## config.mk

```make
export PLATFORM = sky130hd
export DESIGN_NAME = uf_decoder_top
export DESIGN_NICKNAME = d
export VERILOG_FILES = /design/src/hdl/decoder_stage_pkg.sv /design/src/hdl/lattice_pkg.sv /design/src/hdl/growth_link.sv /design/src/hdl/processing_unit.sv /design/src/hdl/stage_controller.sv /design/src/hdl/uf_decoder_top.sv
export SDC_FILE = /design/constraint.sdc
export NUM_CORES = 1
export LEC_CHECK = 0
export BUFFER_PORTS_ARGS = -buffer_cell sky130_fd_sc_hd__buf_2
export CORE_UTILIZATION = 35
export DETAILED_ROUTE_END_ITERATION = 8
export HOLD_SLACK_MARGIN = 0.12
export SETUP_SLACK_MARGIN = 0.05
export SYNTH_ARGS = -nofsm -noshare
export SYNTH_HDL_FRONTEND = slang
export SYNTH_SLANG_ARGS = --single-unit
```

## constraint.sdc

```tcl
create_clock -name clk -period 5.22 [get_ports clk]
set_input_delay 0 -clock clk [delete_from_list [all_inputs] [get_ports clk]]
set_output_delay 0 -clock clk [all_outputs]
set_load 0.02 [all_outputs]
```

## src/hdl/decoder_stage_pkg.sv

```systemverilog
package decoder_stage_pkg;

    // Global decoder stage, issued by the controller to every PE and link
    typedef enum logic [2:0] {
        STAGE_IDLE               = 3'd0,
        STAGE_MEASUREMENT_LOADING = 3'd1,
        STAGE_GROW               = 3'd2,
        STAGE_MERGE              = 3'd3,
        STAGE_PEELING            = 3'd4,
        STAGE_RESULT             = 3'd5
    } stage_t;

    // Grow rounds after which peeling is forced
    localparam int MAX_GROW_ROUNDS = 32;

    // Merge cycles before the combined busy flag is trusted
    // Stage register inside each PE plus one cycle of propagation
    localparam int MERGE_SETTLE_CYCLES = 3;

endpackage

```

## src/hdl/lattice_pkg.sv

```systemverilog
package lattice_pkg;

    // Root address width, top bit set for PEs and clear for boundary roots
    localparam int ADDRESS_WIDTH = 6;

    // One-dimensional line, so each PE sees a left and a right neighbour
    localparam int NUM_DIRECTIONS = 2;
    localparam int DIR_LEFT = 0;
    localparam int DIR_RIGHT = 1;

    // Growth count of a fully grown link, one step from each side
    localparam int LINK_WEIGHT = 2;

    // State a PE shows to one neighbour
    typedef struct packed {
        logic [ADDRESS_WIDTH-1:0] root;
        logic                     parent;   // Receiver is the sender's parent
        logic                     odd;
        logic                     parity;   // Subtree parity of the sender
    } pe_exchange_t;

endpackage

```

## src/hdl/growth_link.sv

```systemverilog
`timescale 1ns/100ps

module growth_link (
    input  logic                      clk,
    input  logic                      reset,
    input  decoder_stage_pkg::stage_t global_stage,
    input  logic                      increase_a,
    input  logic                      increase_b,
    input  logic                      error_a,
    input  logic                      error_b,
    output logic                      fully_grown,
    output logic                      correction_bit
);
    import decoder_stage_pkg::*;
    import lattice_pkg::*;

    localparam int COUNT_WIDTH = $clog2(LINK_WEIGHT + 1);
    localparam int SUM_WIDTH = COUNT_WIDTH + 1;
    localparam logic [COUNT_WIDTH-1:0] FULL_COUNT = COUNT_WIDTH'(LINK_WEIGHT);

    logic [COUNT_WIDTH-1:0] growth;
    logic [SUM_WIDTH-1:0]   growth_sum;

    // Both ends may grow in the same cycle
    assign growth_sum = SUM_WIDTH'(growth) + SUM_WIDTH'(increase_a) + SUM_WIDTH'(increase_b);

    always_ff @(posedge clk) begin
        if (reset) begin
            growth <= '0;
        end else if (global_stage == STAGE_MEASUREMENT_LOADING) begin
            growth <= '0;
        end else if (growth_sum >= SUM_WIDTH'(LINK_WEIGHT)) begin
            growth <= FULL_COUNT;
        end else begin
            growth <= growth_sum[COUNT_WIDTH-1:0];
        end
    end

    assign fully_grown = (growth == FULL_COUNT);

    // Either end may claim this edge while peeling
    assign correction_bit = (global_stage == STAGE_PEELING) && (error_a || error_b);

endmodule

```

## src/hdl/processing_unit.sv

```systemverilog
`timescale 1ns/100ps

module processing_unit (
    input  logic                                              clk,
    input  logic                                              reset,
    input  decoder_stage_pkg::stage_t                         global_stage,
    input  logic                                              measurement,
    input  logic [lattice_pkg::ADDRESS_WIDTH-1:0]             address,
    input  lattice_pkg::pe_exchange_t [lattice_pkg::NUM_DIRECTIONS-1:0] neighbor_in,
    input  logic [lattice_pkg::NUM_DIRECTIONS-1:0]            neighbor_fully_grown,
    input  logic [lattice_pkg::NUM_DIRECTIONS-1:0]            neighbor_is_boundary,
    output lattice_pkg::pe_exchange_t [lattice_pkg::NUM_DIRECTIONS-1:0] neighbor_out,
    output logic [lattice_pkg::NUM_DIRECTIONS-1:0]            neighbor_increase,
    output logic [lattice_pkg::NUM_DIRECTIONS-1:0]            neighbor_is_error,
    output logic                                              odd,
    output logic                                              busy
);
    import decoder_stage_pkg::*;
    import lattice_pkg::*;

    stage_t stage;
    stage_t last_stage;

    logic                      m;
    logic [ADDRESS_WIDTH-1:0]  root;
    logic [NUM_DIRECTIONS-1:0] parent_vector;
    logic                      cluster_parity;

    logic [NUM_DIRECTIONS-1:0] root_valid;
    logic [NUM_DIRECTIONS-1:0] child_vector;
    logic [NUM_DIRECTIONS-1:0] child_parity;
    logic [NUM_DIRECTIONS-1:0] parent_odd;
    logic [NUM_DIRECTIONS-1:0] best_sel;
    logic [ADDRESS_WIDTH-1:0]  best_root;
    logic [ADDRESS_WIDTH-1:0]  boundary_root;
    logic [ADDRESS_WIDTH-1:0]  next_root;
    logic [NUM_DIRECTIONS-1:0] next_parent;
    logic                      touching_boundary;
    logic                      next_parity;
    logic                      next_odd;
    logic                      grow_edge;
    logic [NUM_DIRECTIONS-1:0] error_internal;
    logic [NUM_DIRECTIONS-1:0] error_border;

    // PE acts one cycle after the controller
    always_ff @(posedge clk) begin
        if (reset) begin
            stage <= STAGE_IDLE;
            last_stage <= STAGE_IDLE;
        end else begin
            stage <= global_stage;
            last_stage <= stage;
        end
    end

    always_comb begin
        for (int d = 0; d < NUM_DIRECTIONS; d++) begin
            root_valid[d] = neighbor_fully_grown[d] & ~neighbor_is_boundary[d];
            child_vector[d] = neighbor_in[d].parent;
            child_parity[d] = neighbor_in[d].parity;
            parent_odd[d] = neighbor_in[d].odd;
            neighbor_out[d] = '{root: root, parent: parent_vector[d], odd: odd,
                                parity: cluster_parity};
        end
    end

    assign touching_boundary = |neighbor_is_boundary;
    assign boundary_root = touching_boundary ? {1'b0, address[ADDRESS_WIDTH-2:0]} : root;

    // Two-way minimum over valid neighbour roots, left wins a tie
    always_comb begin
        best_sel = '0;
        best_root = neighbor_in[DIR_LEFT].root;
        if (root_valid[DIR_LEFT] && (!root_valid[DIR_RIGHT] ||
                neighbor_in[DIR_LEFT].root <= neighbor_in[DIR_RIGHT].root)) begin
            best_sel[DIR_LEFT] = 1'b1;
        end else if (root_valid[DIR_RIGHT]) begin
            best_sel[DIR_RIGHT] = 1'b1;
            best_root = neighbor_in[DIR_RIGHT].root;
        end
    end

    always_comb begin
        next_root = root;
        next_parent = parent_vector;
        if ((|best_sel) && best_root < boundary_root && best_root < root) begin
            next_root = best_root;
            next_parent = best_sel;
        end else if (boundary_root < root) begin
            next_root = boundary_root;
            next_parent = '0;
        end
    end

    // Subtree parity from the children, odd from the parent or from the root itself
    assign next_parity = (^(child_vector & child_parity)) ^ m;
    assign next_odd = (|parent_vector) ? |(parent_vector & parent_odd)
                                       : next_parity & ~touching_boundary;

    always_ff @(posedge clk) begin
        if (stage == STAGE_MEASUREMENT_LOADING) begin
            m <= measurement;
            root <= address;
            parent_vector <= '0;
            cluster_parity <= measurement;
        end else if (stage == STAGE_MERGE) begin
            root <= next_root;
            parent_vector <= next_parent;
            cluster_parity <= next_parity;
        end
    end

    always_ff @(posedge clk) begin
        if (reset) begin
            odd <= 1'b0;
            busy <= 1'b0;
        end else if (stage == STAGE_MEASUREMENT_LOADING) begin
            odd <= measurement;
        end else if (stage == STAGE_MERGE) begin
            odd <= next_odd;
            busy <= (next_root != root) || (next_parity != cluster_parity) ||
                    (next_odd != odd);
        end
    end

    // One growth step per grow stage, on its first cycle
    assign grow_edge = (stage == STAGE_GROW) && (last_stage != STAGE_GROW);
    assign neighbor_increase = {NUM_DIRECTIONS{grow_edge & odd}};

    // Odd subtree flips the link to its parent
    assign error_internal = (stage == STAGE_PEELING && cluster_parity) ? parent_vector : '0;

    // Odd root on a boundary pairs with the boundary
    always_comb begin
        error_border = '0;
        if (stage == STAGE_PEELING && !(|parent_vector) && cluster_parity) begin
            if (neighbor_is_boundary[DIR_LEFT]) begin
                error_border[DIR_LEFT] = 1'b1;
            end else if (neighbor_is_boundary[DIR_RIGHT]) begin
                error_border[DIR_RIGHT] = 1'b1;
            end
        end
    end

    assign neighbor_is_error = error_internal | error_border;

endmodule

```

## src/hdl/stage_controller.sv

```systemverilog
`timescale 1ns/100ps

module stage_controller #(
    parameter int NUM_PES = 8
) (
    input  logic                      clk,
    input  logic                      reset,
    input  logic                      start,
    input  logic [NUM_PES-1:0]        syndrome,
    input  logic [NUM_PES-1:0]        pe_busy,
    input  logic [NUM_PES-1:0]        pe_odd,
    input  logic [NUM_PES:0]          link_error,
    output decoder_stage_pkg::stage_t global_stage,
    output logic [NUM_PES-1:0]        loaded_syndrome,
    output logic [NUM_PES:0]          correction,
    output logic                      done,
    output logic                      busy
);
    import decoder_stage_pkg::*;

    localparam int STEP_WIDTH = $clog2(MERGE_SETTLE_CYCLES + 1);
    localparam int ROUND_WIDTH = $clog2(MAX_GROW_ROUNDS + 1);
    localparam logic [STEP_WIDTH-1:0] LAST_SETTLE_STEP = STEP_WIDTH'(MERGE_SETTLE_CYCLES - 1);
    localparam logic [ROUND_WIDTH-1:0] ROUND_LIMIT = ROUND_WIDTH'(MAX_GROW_ROUNDS);

    logic [STEP_WIDTH-1:0]  step;
    logic [ROUND_WIDTH-1:0] grow_rounds;
    logic                   any_busy;
    logic                   any_odd;
    logic                   rounds_left;

    assign any_busy = |pe_busy;
    assign any_odd = |pe_odd;
    assign rounds_left = grow_rounds < ROUND_LIMIT;

    always_ff @(posedge clk) begin
        if (reset) begin
            global_stage <= STAGE_IDLE;
            step <= '0;
            grow_rounds <= '0;
            correction <= '0;
        end else begin
            case (global_stage)
                STAGE_IDLE: begin
                    if (start) begin
                        global_stage <= STAGE_MEASUREMENT_LOADING;
                        grow_rounds <= '0;
                    end
                end
                STAGE_MEASUREMENT_LOADING: begin
                    global_stage <= STAGE_GROW;
                    step <= '0;
                end
                // Two cycles so the PE edge detector fires once
                STAGE_GROW: begin
                    if (step == '0) begin
                        step <= STEP_WIDTH'(1);
                    end else begin
                        step <= '0;
                        grow_rounds <= grow_rounds + ROUND_WIDTH'(1);
                        global_stage <= STAGE_MERGE;
                    end
                end
                // Busy lags the stage by two cycles, so wait before trusting it
                STAGE_MERGE: begin
                    if (step != LAST_SETTLE_STEP) begin
                        step <= step + STEP_WIDTH'(1);
                    end else if (!any_busy) begin
                        step <= '0;
                        global_stage <= (any_odd && rounds_left) ? STAGE_GROW : STAGE_PEELING;
                    end
                end
                // PE error flags show up in the second cycle
                STAGE_PEELING: begin
                    if (step == '0) begin
                        step <= STEP_WIDTH'(1);
                    end else begin
                        step <= '0;
                        correction <= link_error;
                        global_stage <= STAGE_RESULT;
                    end
                end
                STAGE_RESULT: begin
                    global_stage <= STAGE_IDLE;
                end
                default: begin
                    global_stage <= STAGE_IDLE;
                end
            endcase
        end
    end

    // Syndrome sampled only on an accepted start
    always_ff @(posedge clk) begin
        if (global_stage == STAGE_IDLE && start) begin
            loaded_syndrome <= syndrome;
        end
    end

    assign done = (global_stage == STAGE_RESULT);
    assign busy = (global_stage != STAGE_IDLE);

endmodule

```

## src/hdl/uf_decoder_top.sv

```systemverilog
`timescale 1ns/100ps

module uf_decoder_top #(
    parameter int NUM_PES = 8
) (
    input  logic               clk,
    input  logic               reset,
    input  logic               start,
    input  logic [NUM_PES-1:0] syndrome,
    output logic [NUM_PES:0]   correction,
    output logic               done,
    output logic               busy
);
    import decoder_stage_pkg::*;
    import lattice_pkg::*;

    localparam int INDEX_WIDTH = ADDRESS_WIDTH - 1;

    stage_t             global_stage;
    logic [NUM_PES-1:0] loaded_syndrome;
    logic [NUM_PES-1:0] pe_busy;
    logic [NUM_PES-1:0] pe_odd;

    // Per link k: side a is PE k-1, side b is PE k
    logic [NUM_PES:0]   link_error;
    logic [NUM_PES:0]   link_full;
    logic [NUM_PES:0]   increase_a;
    logic [NUM_PES:0]   increase_b;
    logic [NUM_PES:0]   error_a;
    logic [NUM_PES:0]   error_b;

    // Exchange crossing link k in each direction
    pe_exchange_t [NUM_PES:0] exchange_rightward;
    pe_exchange_t [NUM_PES:0] exchange_leftward;

    stage_controller #(
        .NUM_PES(NUM_PES)
    ) stage_controller_inst (
        .clk(clk),
        .reset(reset),
        .start(start),
        .syndrome(syndrome),
        .pe_busy(pe_busy),
        .pe_odd(pe_odd),
        .link_error(link_error),
        .global_stage(global_stage),
        .loaded_syndrome(loaded_syndrome),
        .correction(correction),
        .done(done),
        .busy(busy)
    );

    // Boundaries never grow, never flag and show no state
    assign exchange_rightward[0] = '0;
    assign exchange_leftward[NUM_PES] = '0;
    assign increase_a[0] = 1'b0;
    assign increase_b[NUM_PES] = 1'b0;
    assign error_a[0] = 1'b0;
    assign error_b[NUM_PES] = 1'b0;

    for (genvar i = 0; i < NUM_PES; i++) begin : gen_pe
        localparam logic [ADDRESS_WIDTH-1:0] PE_ADDRESS = {1'b1, INDEX_WIDTH'(i)};

        pe_exchange_t [NUM_DIRECTIONS-1:0] pe_in;
        pe_exchange_t [NUM_DIRECTIONS-1:0] pe_out;
        logic [NUM_DIRECTIONS-1:0]         pe_full;
        logic [NUM_DIRECTIONS-1:0]         pe_boundary;
        logic [NUM_DIRECTIONS-1:0]         pe_increase;
        logic [NUM_DIRECTIONS-1:0]         pe_error;

        assign pe_in[DIR_LEFT] = exchange_rightward[i];
        assign pe_in[DIR_RIGHT] = exchange_leftward[i+1];
        assign exchange_leftward[i] = pe_out[DIR_LEFT];
        assign exchange_rightward[i+1] = pe_out[DIR_RIGHT];

        assign pe_full[DIR_LEFT] = link_full[i];
        assign pe_full[DIR_RIGHT] = link_full[i+1];
        // Only the end PEs sit next to a boundary link
        assign pe_boundary[DIR_LEFT] = (i == 0) ? link_full[0] : 1'b0;
        assign pe_boundary[DIR_RIGHT] = (i == NUM_PES - 1) ? link_full[NUM_PES] : 1'b0;

        assign increase_b[i] = pe_increase[DIR_LEFT];
        assign increase_a[i+1] = pe_increase[DIR_RIGHT];
        assign error_b[i] = pe_error[DIR_LEFT];
        assign error_a[i+1] = pe_error[DIR_RIGHT];

        processing_unit processing_unit_inst (
            .clk(clk),
            .reset(reset),
            .global_stage(global_stage),
            .measurement(loaded_syndrome[i]),
            .address(PE_ADDRESS),
            .neighbor_in(pe_in),
            .neighbor_fully_grown(pe_full),
            .neighbor_is_boundary(pe_boundary),
            .neighbor_out(pe_out),
            .neighbor_increase(pe_increase),
            .neighbor_is_error(pe_error),
            .odd(pe_odd[i]),
            .busy(pe_busy[i])
        );
    end

    for (genvar k = 0; k <= NUM_PES; k++) begin : gen_link
        growth_link growth_link_inst (
            .clk(clk),
            .reset(reset),
            .global_stage(global_stage),
            .increase_a(increase_a[k]),
            .increase_b(increase_b[k]),
            .error_a(error_a[k]),
            .error_b(error_b[k]),
            .fully_grown(link_full[k]),
            .correction_bit(link_error[k])
        );
    end

endmodule

```

==> results by group <==
GRT
  • Met3 Usage GRT: 0.0341
  • Met1 usage: 0.275
  • Grt met2 use: 0.312
  • Remaining global-route overflow: 0
  • Largest net degree at the start of global routing: 42
  • Grt peak-use layer: met2
  • Vias in the first global route: 8179
  • Initial antenna violation count: 0
  • Global-route wire length before repair: 44500 microns
  • GRT Util Overall: 0.198

Min path
  • Hold Crit Class: input port to flop
  • Hold Path Stages: 2

Routing
  • Detailed Routing Iterations Pass 1: 5
  • WL/cell: 17.8 microns
  • # DRC: 0
  • Initial drt markers: 620
  • Detailed Route WL: 27400 microns
  • DR vias/cell: 5.55
  • Post-route ant nets: 0
  • Via count: 8527

Timing
  • Hold Fails Final Rpt: 0
  • Actual slew at the worst max-slew pin: 1090 ps
  • Unrepaired setup endpoints after global routing: no
  • Max frequency: 225 MHz
  • Final Setup Violations: 0
  • Setup total negative slack: 0 ps
  • Post-Route Skew: 8.99 ps
  • Tmin final: 4440 ps
  • Slew Limit Headroom: 0.271
  • Final Max Slew Viols: 0
  • Setup ws final: 784 ps
  • Final period util: 0.850

Pwr
  • IR drop worst, VDD: 0.194 mV
  • Pleak: 4.69 nW
  • Power per cell area: 291 mW/mm^2

Placement
  • Placement Setup Slack: 818 ps
  • Global placement routability congestion: 0.925
  • Port Buf Inserts: 21
  • DP HPWL: 20100 microns

CTS
  • H-tree Lvls: 4
  • Clk slew on worst S/H paths: 70 ps
  • CTS Root Cell: clkbuf_16
  • TritonCTS buffer count: 17
  • Sinks on Clock Net: 146
  • Clock latency on the worst-skew pair: 440 ps
  • CTS tree: yes
  • Clk buf depth: 2
  • CTS resizes: 0

Worst setup path
  • Slowest CP cell: dfxtp_1
  • Crit. End Element: flop
  • Biggest cell delay along the critical path: 490 ps
  • CP required: 5590 ps
  • Crit-path cells: inv_1 -> ha_1 -> and4_1 -> a41o_1 -> a31oi_2 -> buf_4 -> mux2i_1 -> inv_1 -> ha_1 -> a21o_1 -> a21o_1 -> a221o_1 -> or3_1 -> o21a_1 -> nor2_1 -> mux2i_1
  • Worst-path fanout max: 8
  • Critical Path Source Type: flop
  • Data arrival, critical path: 4810 ps
  • Worst Reg-to-Reg Cells: 16
  • CP Class: flop to flop

Logic synthesis
  • Mapped Nets: 1253
  • Post-synthesis async set-or-reset flop share: 0
  • Leading area contributor after synthesis: dfxtp_1
  • Synth top area cells: dfxtp_1, ha_1, edfxtp_1
  • Post-synth top flop: dfxtp_1
  • Cells after synthesis: 1130
  • Mapped Area: 0.00972 sq mm
  • Post-synth EDFFs: 24
  • Synth warn: 0
  • Top-area cell type share of the netlist area: 0.251
  • Register area share after synthesis: 0.325
  • Yosys cell types: 77
  • Number of synthesized register bits: 146
  • Average size of a mapped cell: 8.60 sq um

Cells and area
  • Fillers: 2678
  • Register area: 0.00316 sq mm
  • Final core occ: 0.404
  • P&R area growth vs syn: 12.5%
  • Multi-input combinational cell area: 0.00600 sq mm
  • Nets@finish: 1275
  • Share of cells above drive strength 1: 0.0712
  • ANT cells: 0

Die
  • Row cnt: 60
  • Die width: 169 microns
  • Die ar.: 0.0285 sq mm
  • Initial core utilization: 0.359
  • Core area: 0.0271 sq mm
  • I/O pins: 22
  • Die Height: 169 microns

Outcome
  • Status: finished, final reports clean

Run
  • Max cap viols: 0
[layout make-up]
class	instances	share of cell area
Tap cell	372	0.0425
Sequential cell	146	0.289
Clock buffer	18	0.0412
Timing Repair Buffer	45	0.0284
Clock inverter	14	0.0144
Multi-Input combinational cell	837	0.548
Inverter	105	0.0360
[state kept, by name (all words and copies together) (netlist names)]
signal / count
gen_pe.processing_unit_inst.busy: 8
gen_pe.processing_unit_inst.parent_vector: 14
stage_controller_inst.grow_rounds: 6
stage_controller_inst.loaded_syndrome: 8
gen_pe.processing_unit_inst.stage: 3
gen_pe.processing_unit_inst.m: 8
gen_pe.processing_unit_inst.root: 48
gen_pe.processing_unit_inst.odd: 8
gen_pe.processing_unit_inst.last_stage: 3
stage_controller_inst.step: 2
stage_controller_inst.correction: 9
stage_controller_inst.global_stage: 3
gen_pe.processing_unit_inst.cluster_parity: 8
gen_link.growth_link_inst.growth: 18
[report_power, final]
group          switching [W]  internal (W)  leakage, nW  total [W]
registers          0.0000945       0.00124         1.21    0.00134
clock network       0.000570      0.000710        0.302    0.00128
logic               0.000367      0.000194         3.18   0.000562
[through the flow]
| step | hold slack [ps] | cell area, sq um | power [W] | cells |
|---|---|---|---|---|
| 4_1_cts | 253 | 10900 | 0.00319 | 1537 |
| 2_1_floorplan | 98.9 | 9720 | 0.00174 | 1130 |
| 6_report | 265 | 10900 | 0.00318 | 1537 |
| 5_1_grt | 268 | 10900 | 0.00331 | 1537 |
| 3_3_place_gp | 178 | 10200 | 0.00191 | 1495 |
| 3_5_place_dp | 178 | 10200 | 0.00191 | 1495 |
[layer usage]
layer,vias up,routed length (microns)
met5,-,0
met4,0,356
met3,33,1820
met2,332,12200
met1,4029,13000
li1,4133,-
[final timing paths]
kind,slack [ps],endpoint,start
worst max-delay path,780,gen_pe[6].processing_unit_inst.root[4],gen_pe[7].processing_unit_inst.root[5]
worst min-delay path,260,stage_controller_inst.loaded_syndrome[6],syndrome[6]
worst max register to register,780,gen_pe[6].processing_unit_inst.root[4],gen_pe[7].processing_unit_inst.root[5]
worst min register to register,480,stage_controller_inst.correction[8],stage_controller_inst.correction[8]
[cells in the final DEF, fill, tap and decap left out, types with 12 or more instances in the layout]
cell type,Yosys,layout
a211oi_1,26,26
a21o_1,20,20
a21oi_1,61,61
buf_2,1,21
buf_4,0,14
clkbuf_16,0,18
dfxtp_1,122,122
edfxtp_1,24,24
ha_1,105,105
inv_1,105,105
mux2i_1,31,31
nand2_1,110,110
nand2b_1,14,14
nand3_1,22,22
nor2_1,100,100
nor2b_1,20,20
nor3_1,14,14
o21ai_0,52,52
o22ai_1,13,13
o31ai_1,12,12
xnor2_1,19,19
xor2_1,30,30
[repair_timing]
| item | in CTS | in global routing |
|---|---|---|
| buffers inserted | 0 | 0 |
| hold buffers | 10 | 0 |
| endpoints found under the hold margin | 35 | 0 |
[cell usage after synthesis, drive strengths merged (6+ instances only)]
master,number
o22a,6
a22oi,8
o21ai,60
a311oi,7
nor3,14
nor4,7
fa,7
nand2b,14
and4,7
xor2,30
nor3b,9
nor2b,20
a21o,20
o22ai,13
nor2,100
ha,105
inv,105
o31ai,12
a221oi,10
dfxtp,122
or4,7
edfxtp,24
a21oi,61
a211oi,26
nand3,22
a31oi,7
mux2i,31
a22o,10
nand2,110
clkbuf,37
a211o,6
o211ai,7
xnor2,19
[worst max-delay path: cells and delay by family, from the launching register on]
family / cells / cell delay (ps)
and+or+nand+nor: 3 / 940
buffers and inverters: 3 / 450
AOI/OAI and AO/OA: 6 / 1420
adders and majority gates: 2 / 490
muxes: 2 / 570
DFF: 1 / 490
[cell families after synthesis]
logic type	share of synthesized area
mux	0.0346
buf+inv	0.0576
compound gates	0.225
fa+ha+maj	0.150
simple gates	0.159
xor+xnor	0.0488
flops	0.325
No activity file was read; power rests on OpenSTA's default activity.
